### config.mk
export PLATFORM = sky130hd
export DESIGN_NAME = obi_support_logic
export DESIGN_NICKNAME = d
export VERILOG_FILES = /design/src/source/obi_support_pkg.sv /design/src/source/obi_phase_monitor.sv /design/src/source/obi_resp_tracker.sv /design/src/source/obi_bus_monitor.sv /design/src/source/trap_req_detector.sv /design/src/source/obi_support_logic.sv
export SDC_FILE = /design/constraint.sdc
export NUM_CORES = 1
export LEC_CHECK = 0
export BUFFER_PORTS_ARGS = -buffer_cell sky130_fd_sc_hd__buf_2
export CAP_MARGIN = 30
export CORE_UTILIZATION = 50
export CTS_BUF_LIST = sky130_fd_sc_hd__clkbuf_4
export CTS_CLUSTER_SIZE = 20
export DETAILED_ROUTE_END_ITERATION = 10
export MAX_ROUTING_LAYER = met4
export PLACE_DENSITY_LB_ADDON = 0.25
export SYNTH_ARGS = -nofsm -noshare
export SYNTH_HDL_FRONTEND = slang
export SYNTH_SLANG_ARGS = --single-unit
### constraint.sdc
create_clock -name clk_i -period 3.45 [get_ports clk_i]
set_input_delay 0.345 -clock clk_i [delete_from_list [all_inputs] [get_ports clk_i]]
set_output_delay 0.345 -clock clk_i [all_outputs]
set_load 0.005 [all_outputs]
### src/source/obi_support_pkg.sv
/*
  Shared types and constants for the OBI bus support blocks.
  Holds the bus handshake, request attribute, FIFO tag and status
  structs, plus the core's next-PC source encoding used by the trap
  detector. Compile this first; modules import it in their bodies.
*/

`default_nettype none

package obi_support_pkg;

  // ----------------------------------------
  // bus limits
  // ----------------------------------------

  // transactions granted but not yet answered on one bus
  localparam int unsigned OBI_MAX_OUTSTANDING = 3;
  localparam int unsigned OBI_CNT_W           = 2;

  // ----------------------------------------
  // bus side structs
  // ----------------------------------------

  // raw handshake, gntpar should always be the inverse of gnt
  typedef struct packed {
    logic req;
    logic gnt;
    logic gntpar;
    logic rvalid;
  } obi_bus_t;

  typedef struct packed {
    logic we;
    logic integrity;
  } obi_attr_t;

  // one FIFO entry per granted request
  typedef struct packed {
    obi_attr_t attr;
    logic      gnt_err;
  } obi_tag_t;

  typedef struct packed {
    logic     valid;
    obi_tag_t tag;
  } obi_resp_info_t;

  typedef struct packed {
    logic                 addr_ph_cont;
    logic [OBI_CNT_W-1:0] outstanding;
  } obi_phase_t;

  // ----------------------------------------
  // core control
  // ----------------------------------------

  typedef enum logic [2:0] {
    PC_BOOT     = 3'd0,
    PC_JUMP     = 3'd1,
    PC_BRANCH   = 3'd2,
    PC_MRET     = 3'd3,
    PC_TRAP_EXC = 3'd4,
    PC_TRAP_DBE = 3'd5,
    PC_TRAP_IRQ = 3'd6,
    PC_WB_PLUS4 = 3'd7
  } pc_mux_e;

  typedef struct packed {
    logic    pc_set;
    pc_mux_e pc_mux;
  } ctrl_pc_t;

endpackage

`default_nettype wire

### src/source/obi_phase_monitor.sv
/*
  Phase status for one OBI bus.
  Flags an address phase that lasts more than one cycle and counts the
  transactions that were granted but not answered yet. The counter
  shows that no response ever comes ahead of its address phase.
*/

`default_nettype none

module obi_phase_monitor (
  input  logic                         clk_i,
  input  logic                         rst_ni,
  input  obi_support_pkg::obi_bus_t    bus_i,
  output obi_support_pkg::obi_phase_t  phase_o
);

  import obi_support_pkg::*;

  logic                 addr_done;
  logic                 resp_done;
  logic                 addr_ph_cont_q;
  logic [OBI_CNT_W-1:0] outstanding_q;

  // rready is tied high, so any rvalid ends a response phase
  assign addr_done = bus_i.req && bus_i.gnt;
  assign resp_done = bus_i.rvalid;

  // high in the cycle after a request that was not granted
  always_ff @(posedge clk_i or negedge rst_ni) begin
    if (!rst_ni) begin
      addr_ph_cont_q <= 1'b0;
    end else begin
      addr_ph_cont_q <= bus_i.req && !bus_i.gnt;
    end
  end

  // saturating count, unchanged when a grant and a response coincide
  always_ff @(posedge clk_i or negedge rst_ni) begin
    if (!rst_ni) begin
      outstanding_q <= '0;
    end else if (addr_done && !resp_done && (outstanding_q < OBI_MAX_OUTSTANDING)) begin
      outstanding_q <= outstanding_q + 1'b1;
    end else if (!addr_done && resp_done && (outstanding_q != '0)) begin
      outstanding_q <= outstanding_q - 1'b1;
    end
  end

  assign phase_o.addr_ph_cont = addr_ph_cont_q;
  assign phase_o.outstanding  = outstanding_q;

endmodule

`default_nettype wire

### src/source/obi_resp_tracker.sv
/*
  In-order queue that carries the tag of each granted request to its
  response. Push on address completion, pop on rvalid. The head tag is
  shown in the same cycle as the pop; an empty queue gives a zero tag.
  A push into a full queue without a pop is lost.
*/

`default_nettype none

module obi_resp_tracker (
  input  logic                            clk_i,
  input  logic                            rst_ni,
  input  logic                            push_i,
  input  obi_support_pkg::obi_tag_t       tag_i,
  input  logic                            pop_i,
  output obi_support_pkg::obi_resp_info_t resp_o
);

  import obi_support_pkg::*;

  obi_tag_t             mem_q [OBI_MAX_OUTSTANDING];
  logic [OBI_CNT_W-1:0] wr_ptr_q;
  logic [OBI_CNT_W-1:0] rd_ptr_q;
  logic [OBI_CNT_W-1:0] count_q;
  logic                 not_empty;
  logic                 do_pop;
  logic                 do_push;

  // pointers wrap at the queue depth, which need not be a power of two
  function automatic logic [OBI_CNT_W-1:0] ptr_next(input logic [OBI_CNT_W-1:0] ptr);
    logic [OBI_CNT_W-1:0] last;
    last = OBI_CNT_W'(OBI_MAX_OUTSTANDING - 1);
    if (ptr == last) begin
      return '0;
    end
    return ptr + 1'b1;
  endfunction

  assign not_empty = (count_q != '0);
  assign do_pop    = pop_i && not_empty;
  // a pop in the same cycle frees the slot for a push into a full queue
  assign do_push   = push_i && ((count_q < OBI_MAX_OUTSTANDING) || do_pop);

  always_ff @(posedge clk_i) begin
    if (do_push) begin
      mem_q[wr_ptr_q] <= tag_i;
    end
  end

  always_ff @(posedge clk_i or negedge rst_ni) begin
    if (!rst_ni) begin
      wr_ptr_q <= '0;
      rd_ptr_q <= '0;
      count_q  <= '0;
    end else begin
      if (do_push) begin
        wr_ptr_q <= ptr_next(wr_ptr_q);
      end
      if (do_pop) begin
        rd_ptr_q <= ptr_next(rd_ptr_q);
      end
      case ({do_push, do_pop})
        2'b10:   count_q <= count_q + 1'b1;
        2'b01:   count_q <= count_q - 1'b1;
        default: count_q <= count_q;
      endcase
    end
  end

  // zero latency answer
  assign resp_o.valid = pop_i;
  assign resp_o.tag   = do_pop ? mem_q[rd_ptr_q] : '0;

endmodule

`default_nettype wire

### src/source/obi_bus_monitor.sv
/*
  Full monitor for one OBI bus.
  Checks grant parity over the whole address phase, tags each granted
  request with its attributes and parity result, and hands the tag back
  with the matching response. Also reports the phase status.
*/

`default_nettype none

module obi_bus_monitor (
  input  logic                            clk_i,
  input  logic                            rst_ni,
  input  obi_support_pkg::obi_bus_t       bus_i,
  input  obi_support_pkg::obi_attr_t      attr_i,
  output obi_support_pkg::obi_phase_t     phase_o,
  output obi_support_pkg::obi_resp_info_t resp_o
);

  import obi_support_pkg::*;

  logic     req_err;
  logic     err_sticky_q;
  logic     addr_done;
  obi_tag_t req_tag;

  // ----------------------------------------
  // grant parity check
  // ----------------------------------------

  // gnt equal to gntpar is a parity error, now or earlier in this phase
  assign req_err = bus_i.req && ((bus_i.gnt == bus_i.gntpar) || err_sticky_q);

  // remember an error seen while the request waits for its grant
  always_ff @(posedge clk_i or negedge rst_ni) begin
    if (!rst_ni) begin
      err_sticky_q <= 1'b0;
    end else if (bus_i.req && !bus_i.gnt) begin
      err_sticky_q <= req_err;
    end else begin
      err_sticky_q <= 1'b0;
    end
  end

  // ----------------------------------------
  // tag and tracking
  // ----------------------------------------

  assign addr_done       = bus_i.req && bus_i.gnt;
  assign req_tag.attr    = attr_i;
  assign req_tag.gnt_err = req_err;

  obi_phase_monitor phase_mon_i (
    .clk_i   (clk_i),
    .rst_ni  (rst_ni),
    .bus_i   (bus_i),
    .phase_o (phase_o)
  );

  obi_resp_tracker resp_trk_i (
    .clk_i  (clk_i),
    .rst_ni (rst_ni),
    .push_i (addr_done),
    .tag_i  (req_tag),
    .pop_i  (bus_i.rvalid),
    .resp_o (resp_o)
  );

endmodule

`default_nettype wire

### src/source/trap_req_detector.sv
/*
  Flags a data bus request that follows a granted data request once a
  trap has been taken and before the next instruction retires. Used to
  check that a multi-op instruction stops issuing after an exception.
*/

`default_nettype none

module trap_req_detector (
  input  logic                        clk_i,
  input  logic                        rst_ni,
  input  obi_support_pkg::ctrl_pc_t   ctrl_i,
  input  logic                        retire_i,
  input  obi_support_pkg::obi_bus_t   data_bus_i,
  output logic                        req_after_trap_o
);

  import obi_support_pkg::*;

  logic trap_taken;
  logic trap_active_q;
  logic data_gnt_q;
  logic req_after_gnt;

  // only exceptions and debug entry count, interrupts do not
  assign trap_taken = ctrl_i.pc_set &&
                      ((ctrl_i.pc_mux == PC_TRAP_EXC) || (ctrl_i.pc_mux == PC_TRAP_DBE));

  assign req_after_gnt = data_bus_i.req && data_gnt_q;

  always_ff @(posedge clk_i or negedge rst_ni) begin
    if (!rst_ni) begin
      data_gnt_q <= 1'b0;
    end else begin
      data_gnt_q <= data_bus_i.gnt;
    end
  end

  // a trap wins over a retirement in the same cycle
  always_ff @(posedge clk_i or negedge rst_ni) begin
    if (!rst_ni) begin
      trap_active_q    <= 1'b0;
      req_after_trap_o <= 1'b0;
    end else if (trap_taken) begin
      trap_active_q <= 1'b1;
      if (req_after_gnt) begin
        req_after_trap_o <= 1'b1;
      end
    end else if (retire_i) begin
      trap_active_q    <= 1'b0;
      req_after_trap_o <= 1'b0;
    end else if (trap_active_q && req_after_gnt) begin
      req_after_trap_o <= 1'b1;
    end
  end

endmodule

`default_nettype wire

### src/source/obi_support_logic.sv
/*
  Top level of the OBI support logic.
  One bus monitor each for instruction fetch and data, plus the
  trap request detector on the data bus. Observes only; nothing here
  drives back into the buses.
*/

`default_nettype none

module obi_support_logic (
  input  logic                            clk_i,
  input  logic                            rst_ni,

  // raw buses and request attributes
  input  obi_support_pkg::obi_bus_t       instr_bus_i,
  input  obi_support_pkg::obi_bus_t       data_bus_i,
  input  obi_support_pkg::obi_attr_t      instr_attr_i,
  input  obi_support_pkg::obi_attr_t      data_attr_i,

  // core control and retirement
  input  obi_support_pkg::ctrl_pc_t       ctrl_i,
  input  logic                            retire_i,

  // derived status
  output obi_support_pkg::obi_phase_t     instr_phase_o,
  output obi_support_pkg::obi_phase_t     data_phase_o,
  output obi_support_pkg::obi_resp_info_t instr_resp_o,
  output obi_support_pkg::obi_resp_info_t data_resp_o,
  output logic                            req_after_trap_o
);

  // ----------------------------------------
  // bus monitors
  // ----------------------------------------

  obi_bus_monitor instr_mon_i (
    .clk_i   (clk_i),
    .rst_ni  (rst_ni),
    .bus_i   (instr_bus_i),
    .attr_i  (instr_attr_i),
    .phase_o (instr_phase_o),
    .resp_o  (instr_resp_o)
  );

  obi_bus_monitor data_mon_i (
    .clk_i   (clk_i),
    .rst_ni  (rst_ni),
    .bus_i   (data_bus_i),
    .attr_i  (data_attr_i),
    .phase_o (data_phase_o),
    .resp_o  (data_resp_o)
  );

  // data requests after a trap
  trap_req_detector trap_det_i (
    .clk_i            (clk_i),
    .rst_ni           (rst_ni),
    .ctrl_i           (ctrl_i),
    .retire_i         (retire_i),
    .data_bus_i       (data_bus_i),
    .req_after_trap_o (req_after_trap_o)
  );

endmodule

`default_nettype wire

==> results of run 1 <==
[metrics by stage]
step / cells / instance area [µm²] / hold WS, ns / util [%]
after floorplan: 141 / 1850 / 0.0494 / -
after global placement: 213 / 2030 / 0.349 / 59.0
after detailed placement: 213 / 2030 / 0.356 / 59.0
after CTS: 222 / 2090 / 0.180 / 60.9
after global routing: 222 / 2090 / 0.164 / 60.9
final: 222 / 2090 / 0.185 / 60.9
[routing by layer]
layer / track usage (%) / wire length, µm
met1: 22.2 / 1340
met2: 29.3 / 1470
met3: 6.20 / 146
met4: 6.10 / 45
met5: - / 0
[timing repair]
item / 4_1_cts / 5_1_grt
gates resized for setup: 0 / 0
hold buffers: 1 / 0
endpoints found under the setup margin: 0 / 0
hold endpoints to repair: 23 / 0
[cells by family (layout without fill, tap and decap cells)]
family	count (synthesis)	count (layout)
DFF	41	41
and+or+nand+nor	37	37
muxes	17	17
AOI/OAI and AO/OA	24	24
adders and majority gates	2	2
xor gates and xnor gates	8	8
buffers and inverters	12	47
[power breakdown]
| group | internal, mW | switching [mW] | leakage [nW] |
|---|---|---|---|
| registers | 0.620 | 0.121 | 0.454 |
| logic | 0.223 | 0.168 | 0.438 |
| clock network | 0.0769 | 0.158 | 0.0310 |
| total | 0.921 | 0.447 | 0.922 |
[layout make-up]
class	instances	area [µm²]	share of cell area (%)
clock buffer	5	37.5	1.79
sequential	41	1120	53.3
inverter	6	22.5	1.08
multi-input combinational	88	673	32.1
timing repair buffer	33	170	8.12
clock inverter	3	17.5	0.836
tap	46	57.6	2.75
[critical path, stage by stage (launching register included)]
cell and delay, ns:
dfrtp_1 0.48, mux2_2 0.36, mux2i_1 0.15, nor2_1 0.05, buf_2 0.13
[synthesized netlist by cell type (all sizes together) (2+ instances only)]
cell type,number,area share [%]
ha,2,1.4
a21boi,4,1.6
xor2,4,1.9
a31oi,2,0.68
edfxtp,18,29
nor2,11,2.2
a21o,4,1.6
nand2,6,1.4
clkbuf,2,0.41
nor3b,4,1.6
and2b,2,0.95
o211ai,2,1.6
nor3,5,1.4
mux2i,6,3.2
mux2,11,7.1
dfrtp,23,31
buf,4,1.6
o21ai,4,1.3
nand2b,2,0.68
xnor2,4,1.9
a21oi,3,0.81
inv,6,1.2
nor2b,6,2.0
[registers in the layout, indices dropped and copies added, names as in the netlist]
signal                                  cells
data_mon_i.resp_trk_i.mem_q                 9
instr_mon_i.resp_trk_i.mem_q                9
data_mon_i.phase_mon_i.outstanding_q        2
data_mon_i.resp_trk_i.count_q               2
data_mon_i.resp_trk_i.rd_ptr_q              2
data_mon_i.resp_trk_i.wr_ptr_q              2
instr_mon_i.phase_mon_i.outstanding_q       2
instr_mon_i.resp_trk_i.count_q              2
instr_mon_i.resp_trk_i.rd_ptr_q             2
instr_mon_i.resp_trk_i.wr_ptr_q             2
data_mon_i.err_sticky_q                     1
data_mon_i.phase_mon_i.addr_ph_cont_q       1
instr_mon_i.err_sticky_q                    1
instr_mon_i.phase_mon_i.addr_ph_cont_q      1
trap_det_i.data_gnt_q                       1
trap_det_i.req_after_trap_o                 1
trap_det_i.trap_active_q                    1
[layout by cell type, fill, tap and decap left out, types with 5 or more instances in the layout]
cell	n
nor2b_1	6
nand2_1	5
nor3_1	5
clkbuf_4	5
edfxtp_1	18
inv_1	5
mux2_2	7
dfrtp_1	23
buf_2	32
mux2i_1	6
nor2_1	11
[path summary, 6_finish.rpt]
| path | slack, ns | from | to |
|---|---|---|---|
| hold / removal | 0.18 | retire_i | trap_det_i.trap_active_q |
| min in group asynchronous | 0.49 | rst_ni | instr_mon_i.resp_trk_i.rd_ptr_q[1] |
| setup / recovery | 1.59 | instr_mon_i.resp_trk_i.rd_ptr_q[0] | instr_resp_o[1] |
| hold reg to reg | 0.53 | data_mon_i.resp_trk_i.count_q[1] | data_mon_i.resp_trk_i.count_q[1] |
| setup reg to reg | 1.75 | data_mon_i.resp_trk_i.count_q[0] | data_mon_i.resp_trk_i.count_q[1] |
| max in group asynchronous | 2.59 | rst_ni | data_mon_i.phase_mon_i.outstanding_q[1] |
==> key figures, run 1 <==
Timing
  – Unrepaired setup endpoints after global routing: no
  – Final Skew: 0.00929 ns
  – Aggregate negative setup slack: 0 ns
  – Setup violations, final: 0
  – Final Worst Setup Slack: 1.59 ns
  – Final period util: 53.9%
  – Slew HR: 63.6%
  – Final Max Slew Viols: 0
  – Worst Tran Pin Value: 0.542 ns
  – FMAX: 538 MHz
  – Final hold violation count: 0
  – Minimum clock period: 1.86 ns

Yosys
  – Post-synthesis simple-gate area fraction: 10.6%
  – YS warnings: 0
  – Fraction of registers with async set/reset: 56.1%
  – Number of synthesized flops with an enable pin: 18
  – Largest family of logic cells by synthesized area: simple AND/OR/NAND/NOR gates
  – Synth Area in XOR/XNOR: 3.79%
  – Flop and latch count out of synthesis: 41
  – Dominant synthesized flop cell: dfrtp_1
  – Mux share of post-synthesis cell area: 10.4%
  – Complex-gate fraction of the synthesized area: 10.3%
  – Cells after Synth: 141
  – Synth Area in Adders: 1.35%
  – Synthesized area: 0.00185 mm²
  – Count of different cell masters after synthesis: 36
  – Mean Syn Cell Area: 13.1 µm²
  – Seq/Total Area, Yosys: 60.4%
  – Net Count, Synth: 162

Cells and area
  – Layout Nets: 196
  – Proportion of layout cells with a drive suffix above 1: 32.4%
  – Fillers: 293
  – Area delta synth->final: 13.3%
  – N_diodes: 0

Place
  – Hpwl dp: 2190 µm
  – Pre-CTS setup slack: 1.76 ns
  – RePlAce Congestion: 0.671
  – IO buf count: 32

Clock network
  – CTS Buf Count: 5
  – Worst-Skew Late Latency: 0.35 ns
  – CTS tree: yes
  – Setup repair bufs after CTS: 0
  – H-tree lvl count: 2
  – CTS root buffer: clkbuf_4
  – Reg clk slew, reported paths: 0.13 ns
  – CTS Buffer Depth: 2
  – Clk sinks: 41

Worst setup path
  – Critical path peak fanout: 6
  – CP startpoint kind: flop
  – Critical path data arrival time: 1.51 ns
  – Critical Path End Type: output pin
  – Critical setup path kind: reg2out
  – CP required: 3.11 ns
  – Worst Reg-to-Reg Cells: 6

Floorplanning
  – # rows: 21
  – Die ar.: 0.00395 mm²
  – Core area: 0.00344 mm²
  – Die Span Y: 62.8 µm
  – Ports: 34
  – Die Wd: 62.8 µm
  – Initial Utilization: 53.7%

Detailed routing
  – WL/cell: 13.5 µm
  – Final wirelength: 3010 µm
  – Via count: 1154
  – Drt pass-1 iters: 4
  – 1st-iter DRT viols: 46
  – Average vias per placed instance: 5.20
  – DRC Markers: 0
  – ANT nets after route: 0

Global route
  – GR Overflow Total: 0
  – Initial antenna violation count: 0
  – Pin count of the biggest net entering global routing: 24
  – Vias in the first global route: 1152
  – GRT Total Usage: 18.5%
  – First-pass GRT wire length: 5380 µm

Power and ir drop
  – PwrDens: 653 mW/mm²
  – VDD IR-drop max: 0.314 mV
  – Total power: 1.37 mW
  – Lkg Pwr: 0.922 nW

Flow run
  – Maxcap violations: 0

Outcome
  – Outcome: completed

Hold path
  – WHS Path Cells: 2
  – HP Class: in2reg
(Power assumes the default switching activity.)
==> run 2, diff against run 1 <==
==> constraint.sdc (replaced) <==
create_clock -name clk_i -period 1.7 [get_ports clk_i]
set_input_delay 0.17 -clock clk_i [delete_from_list [all_inputs] [get_ports clk_i]]
set_output_delay 0.17 -clock clk_i [all_outputs]
set_load 0.005 [all_outputs]
==> key figures, run 2 (synthesized netlist as in run 1, its figures left out) <==
Floorplanning
  – Core area: 0.00344 mm² (unchanged)
  – Die Wd: 62.8 µm (unchanged)
  – # rows: 21 (unchanged)
  – Die Span Y: 62.8 µm (unchanged)
  – Initial Utilization: 53.7% (unchanged)
  – Die ar.: 0.00395 mm² (unchanged)
  – Ports: 34 (unchanged)

Timing
  – Final Worst Setup Slack: 0.104 ns (-1.49 ns)
  – Final hold slack: 0.0278 ns (-0.157 ns)
  – FMAX: 626 MHz
  – Final period util: 93.9%
  – Setup violations, final: 0 (unchanged)
  – Worst Tran Pin Value: 0.536 ns (-0.00586 ns)
  – Final Max Slew Viols: 0 (unchanged)
  – Slew HR: 64.2% (+0.56 points)
  – Aggregate negative setup slack: 0 ns (unchanged)
  – Final Skew: 0.0131 ns (+0.00383 ns)
  – Minimum clock period: 1.60 ns
  – Final hold violation count: 0 (unchanged)
  – Unrepaired setup endpoints after global routing: no

Cells and area
  – Fin area: 0.00215 mm² (+2.6%)
  – Largest registers: data_mon_i.resp_trk_i.mem_q (9), instr_mon_i.resp_trk_i.mem_q (9)
  – Commonest non-fill, non-tap cell in the layout: buf_2
  – Proportion of layout cells with a drive suffix above 1: 34.3% (+1.9 points)
  – Layout Nets: 198 (+1.0%)
  – Core Util, Final: 62.4% (+1.6 points)
  – Highest-count cells in the layout ignoring fill and taps: buf_2 (32), dfrtp_1 (21), edfxtp_1 (18)
  – FF/Latch Area: 0.00112 mm² (+0.22%)
  – N_diodes: 0 (unchanged)
  – Area delta synth->final: 16.2%
  – Fillers: 278 (-5.1%)
  – Area of the multi-input gates: 684 µm² (+1.7%)

Hold path
  – WHS Path Cells: 1 (-1)
  – Hold endpoint: data_mon_i.resp_trk_i.mem_q[0][2]
  – HP Class: in2reg
  – Hold_sp: data_attr_i[1]

Global route
  – First-pass GRT wire length: 5180 µm (-3.8%)
  – GR Overflow Total: 0 (unchanged)
  – GRT Total Usage: 17.5% (-1.1 points)
  – Pin count of the biggest net entering global routing: 24 (unchanged)
  – Initial antenna violation count: 0 (unchanged)
  – Vias in the first global route: 1190 (+3.3%)

Detailed routing
  – DR top layer: met4
  – Average vias per placed instance: 5.20 (about the same)
  – 1st-iter DRT viols: 31 (-33%)
  – Via count: 1165 (+0.95%)
  – WL/cell: 13.0 µm (-4.4%)
  – Met1 WL: 1260 µm (-6.5%)
  – DRC Markers: 0 (unchanged)
  – Final wirelength: 2900 µm (-3.5%)
  – Met2 wire length: 1500 µm (+1.9%)
  – ANT nets after route: 0 (unchanged)
  – Drt pass-1 iters: 4 (unchanged)
  – Metal3 WL: 111 µm (-24%)

Worst setup path
  – R2R Path End: instr_mon_i.resp_trk_i.mem_q[2][1]
  – Critical setup path kind: reg2out
  – R2r setup slk: 0.14 ns (-1.61 ns)
  – RR Startpoint: instr_mon_i.resp_trk_i.count_q[1]
  – Critical path data arrival time: 1.43 ns (-0.08 ns)
  – Critical Path End Type: output pin
  – Critical path peak fanout: 6 (unchanged)
  – Worst Reg-to-Reg Cells: 2 (-4)
  – CP required: 1.53 ns (-1.58 ns)
  – CP startpoint kind: flop

Clock network
  – Worst-Skew Late Latency: 0.34 ns (about the same)
  – Clk sinks: 41 (unchanged)
  – CTS tree: yes
  – CTS Buffer Depth: 2 (unchanged)
  – Setup repair bufs after CTS: 0 (unchanged)
  – CTS root buffer: clkbuf_4
  – H-tree lvl count: 2 (unchanged)
  – Reg clk slew, reported paths: 0.12 ns (about the same)
  – CTS Buf Count: 5 (unchanged)

Power and ir drop
  – Internal Power: 2.07 mW (+130%)
  – PwrDens: 1380 mW/mm² (+110%)
  – Lkg Pwr: 0.956 nW (+3.6%)
  – Clk network pwr share: 21.1% (+3.9 points)
  – Sequential share of power: 51.2% (-3.0 points)
  – Switch Pwr: 0.890 mW (+99%)
  – Logic gate share of total power: 27.7% (-0.9 points)
  – Switching fraction of total power: 30.0% (-2.7 points)
  – VDD IR-drop max: 0.665 mV (+110%)

Place
  – IO buf count: 32 (unchanged)
  – RePlAce Congestion: 0.670 (-0.15%)
  – Pre-CTS setup slack: 0.136 ns (-1.62 ns)
  – Hpwl dp: 2170 µm (-0.86%)
  – Placed Area: 0.00204 mm² (+0.74%)

Flow run
  – Maxcap violations: 0 (unchanged)

Outcome
  – Outcome: completed
## run 2: cell types whose count changed in the layout (fill, tap and decap cells not counted), moves of 2 or more
| cell | change |
|---|---|
| mux2_2 | -3 |
| mux2_4 | +3 |
| buf_4 | +2 |
| dfrtp_1 | -2 |
| dfrtp_2 | +2 |
## run 2: how the worst max path moves through the flow
stage	cells past startpoint	from	endpoint	slack, ns
6_report	4	data_mon_i.resp_trk_i.rd_ptr_q[0]	data_resp_o[1]	0.10
2_1_floorplan	6	data_mon_i.resp_trk_i.count_q[0]	data_mon_i.resp_trk_i.count_q[1]	0.22
3_5_place_dp	2	instr_mon_i.resp_trk_i.count_q[1]	instr_mon_i.resp_trk_i.mem_q[2][2]	0.14
4_1_cts	4	data_mon_i.resp_trk_i.rd_ptr_q[0]	data_resp_o[1]	0.04
5_1_grt	4	data_mon_i.resp_trk_i.rd_ptr_q[0]	data_resp_o[1]	0.005
3_3_place_gp	2	instr_mon_i.resp_trk_i.count_q[0]	instr_mon_i.resp_trk_i.mem_q[2][1]	0.24
## run 2: worst max-delay path, stage by stage (launching register included)
cell,delay (ns)
dfrtp_2,0.48
mux2_4,0.31
mux2i_1,0.14
nor2_1,0.05
buf_2,0.12
## run 2: layer usage
metal,track usage (%),up-vias
met3,3.28,5
li1,-,568
met2,29.5,27
met4,6.98,0
met1,20.5,565
met5,-,-
## run 2: timing repair
action | CTS | global route
gates resized for setup | 0 | 5
endpoints found under the hold margin | 23 | 0
hold buffers | 1 | 0
setup endpoints to repair | 0 | 6
## run 2: final cells by class
cell class                      count  share of cell area, %
Sequential cell                    41                   52.1
Clock inverter                      2                   1.63
Inverter                            6                   1.05
Multi-Input combinational cell     88                   31.9
Clock buffer                        6                   2.10
Tap cell                           46                   2.68
Timing Repair Buffer               35                   8.62
## run 2: power groups by stage
| stage | Combinational, mW | Sequential (mW) | Clock, mW |
|---|---|---|---|
| global route | 0.917 | 1.56 | 0.696 |
| floorplan | 0.651 | 1.44 | 0 |
| global placement | 0.769 | 1.50 | 0 |
| finish | 0.822 | 1.52 | 0.624 |
| CTS | 0.824 | 1.51 | 0.640 |
| detailed placement | 0.816 | 1.53 | 0 |
## run 2: metrics by stage
stage,cells,total power [mW]
after detailed placement,215,2.35
final,224,2.96
after floorplan,141,2.09
after CTS,224,2.97
after global placement,215,2.27
after global routing,224,3.17
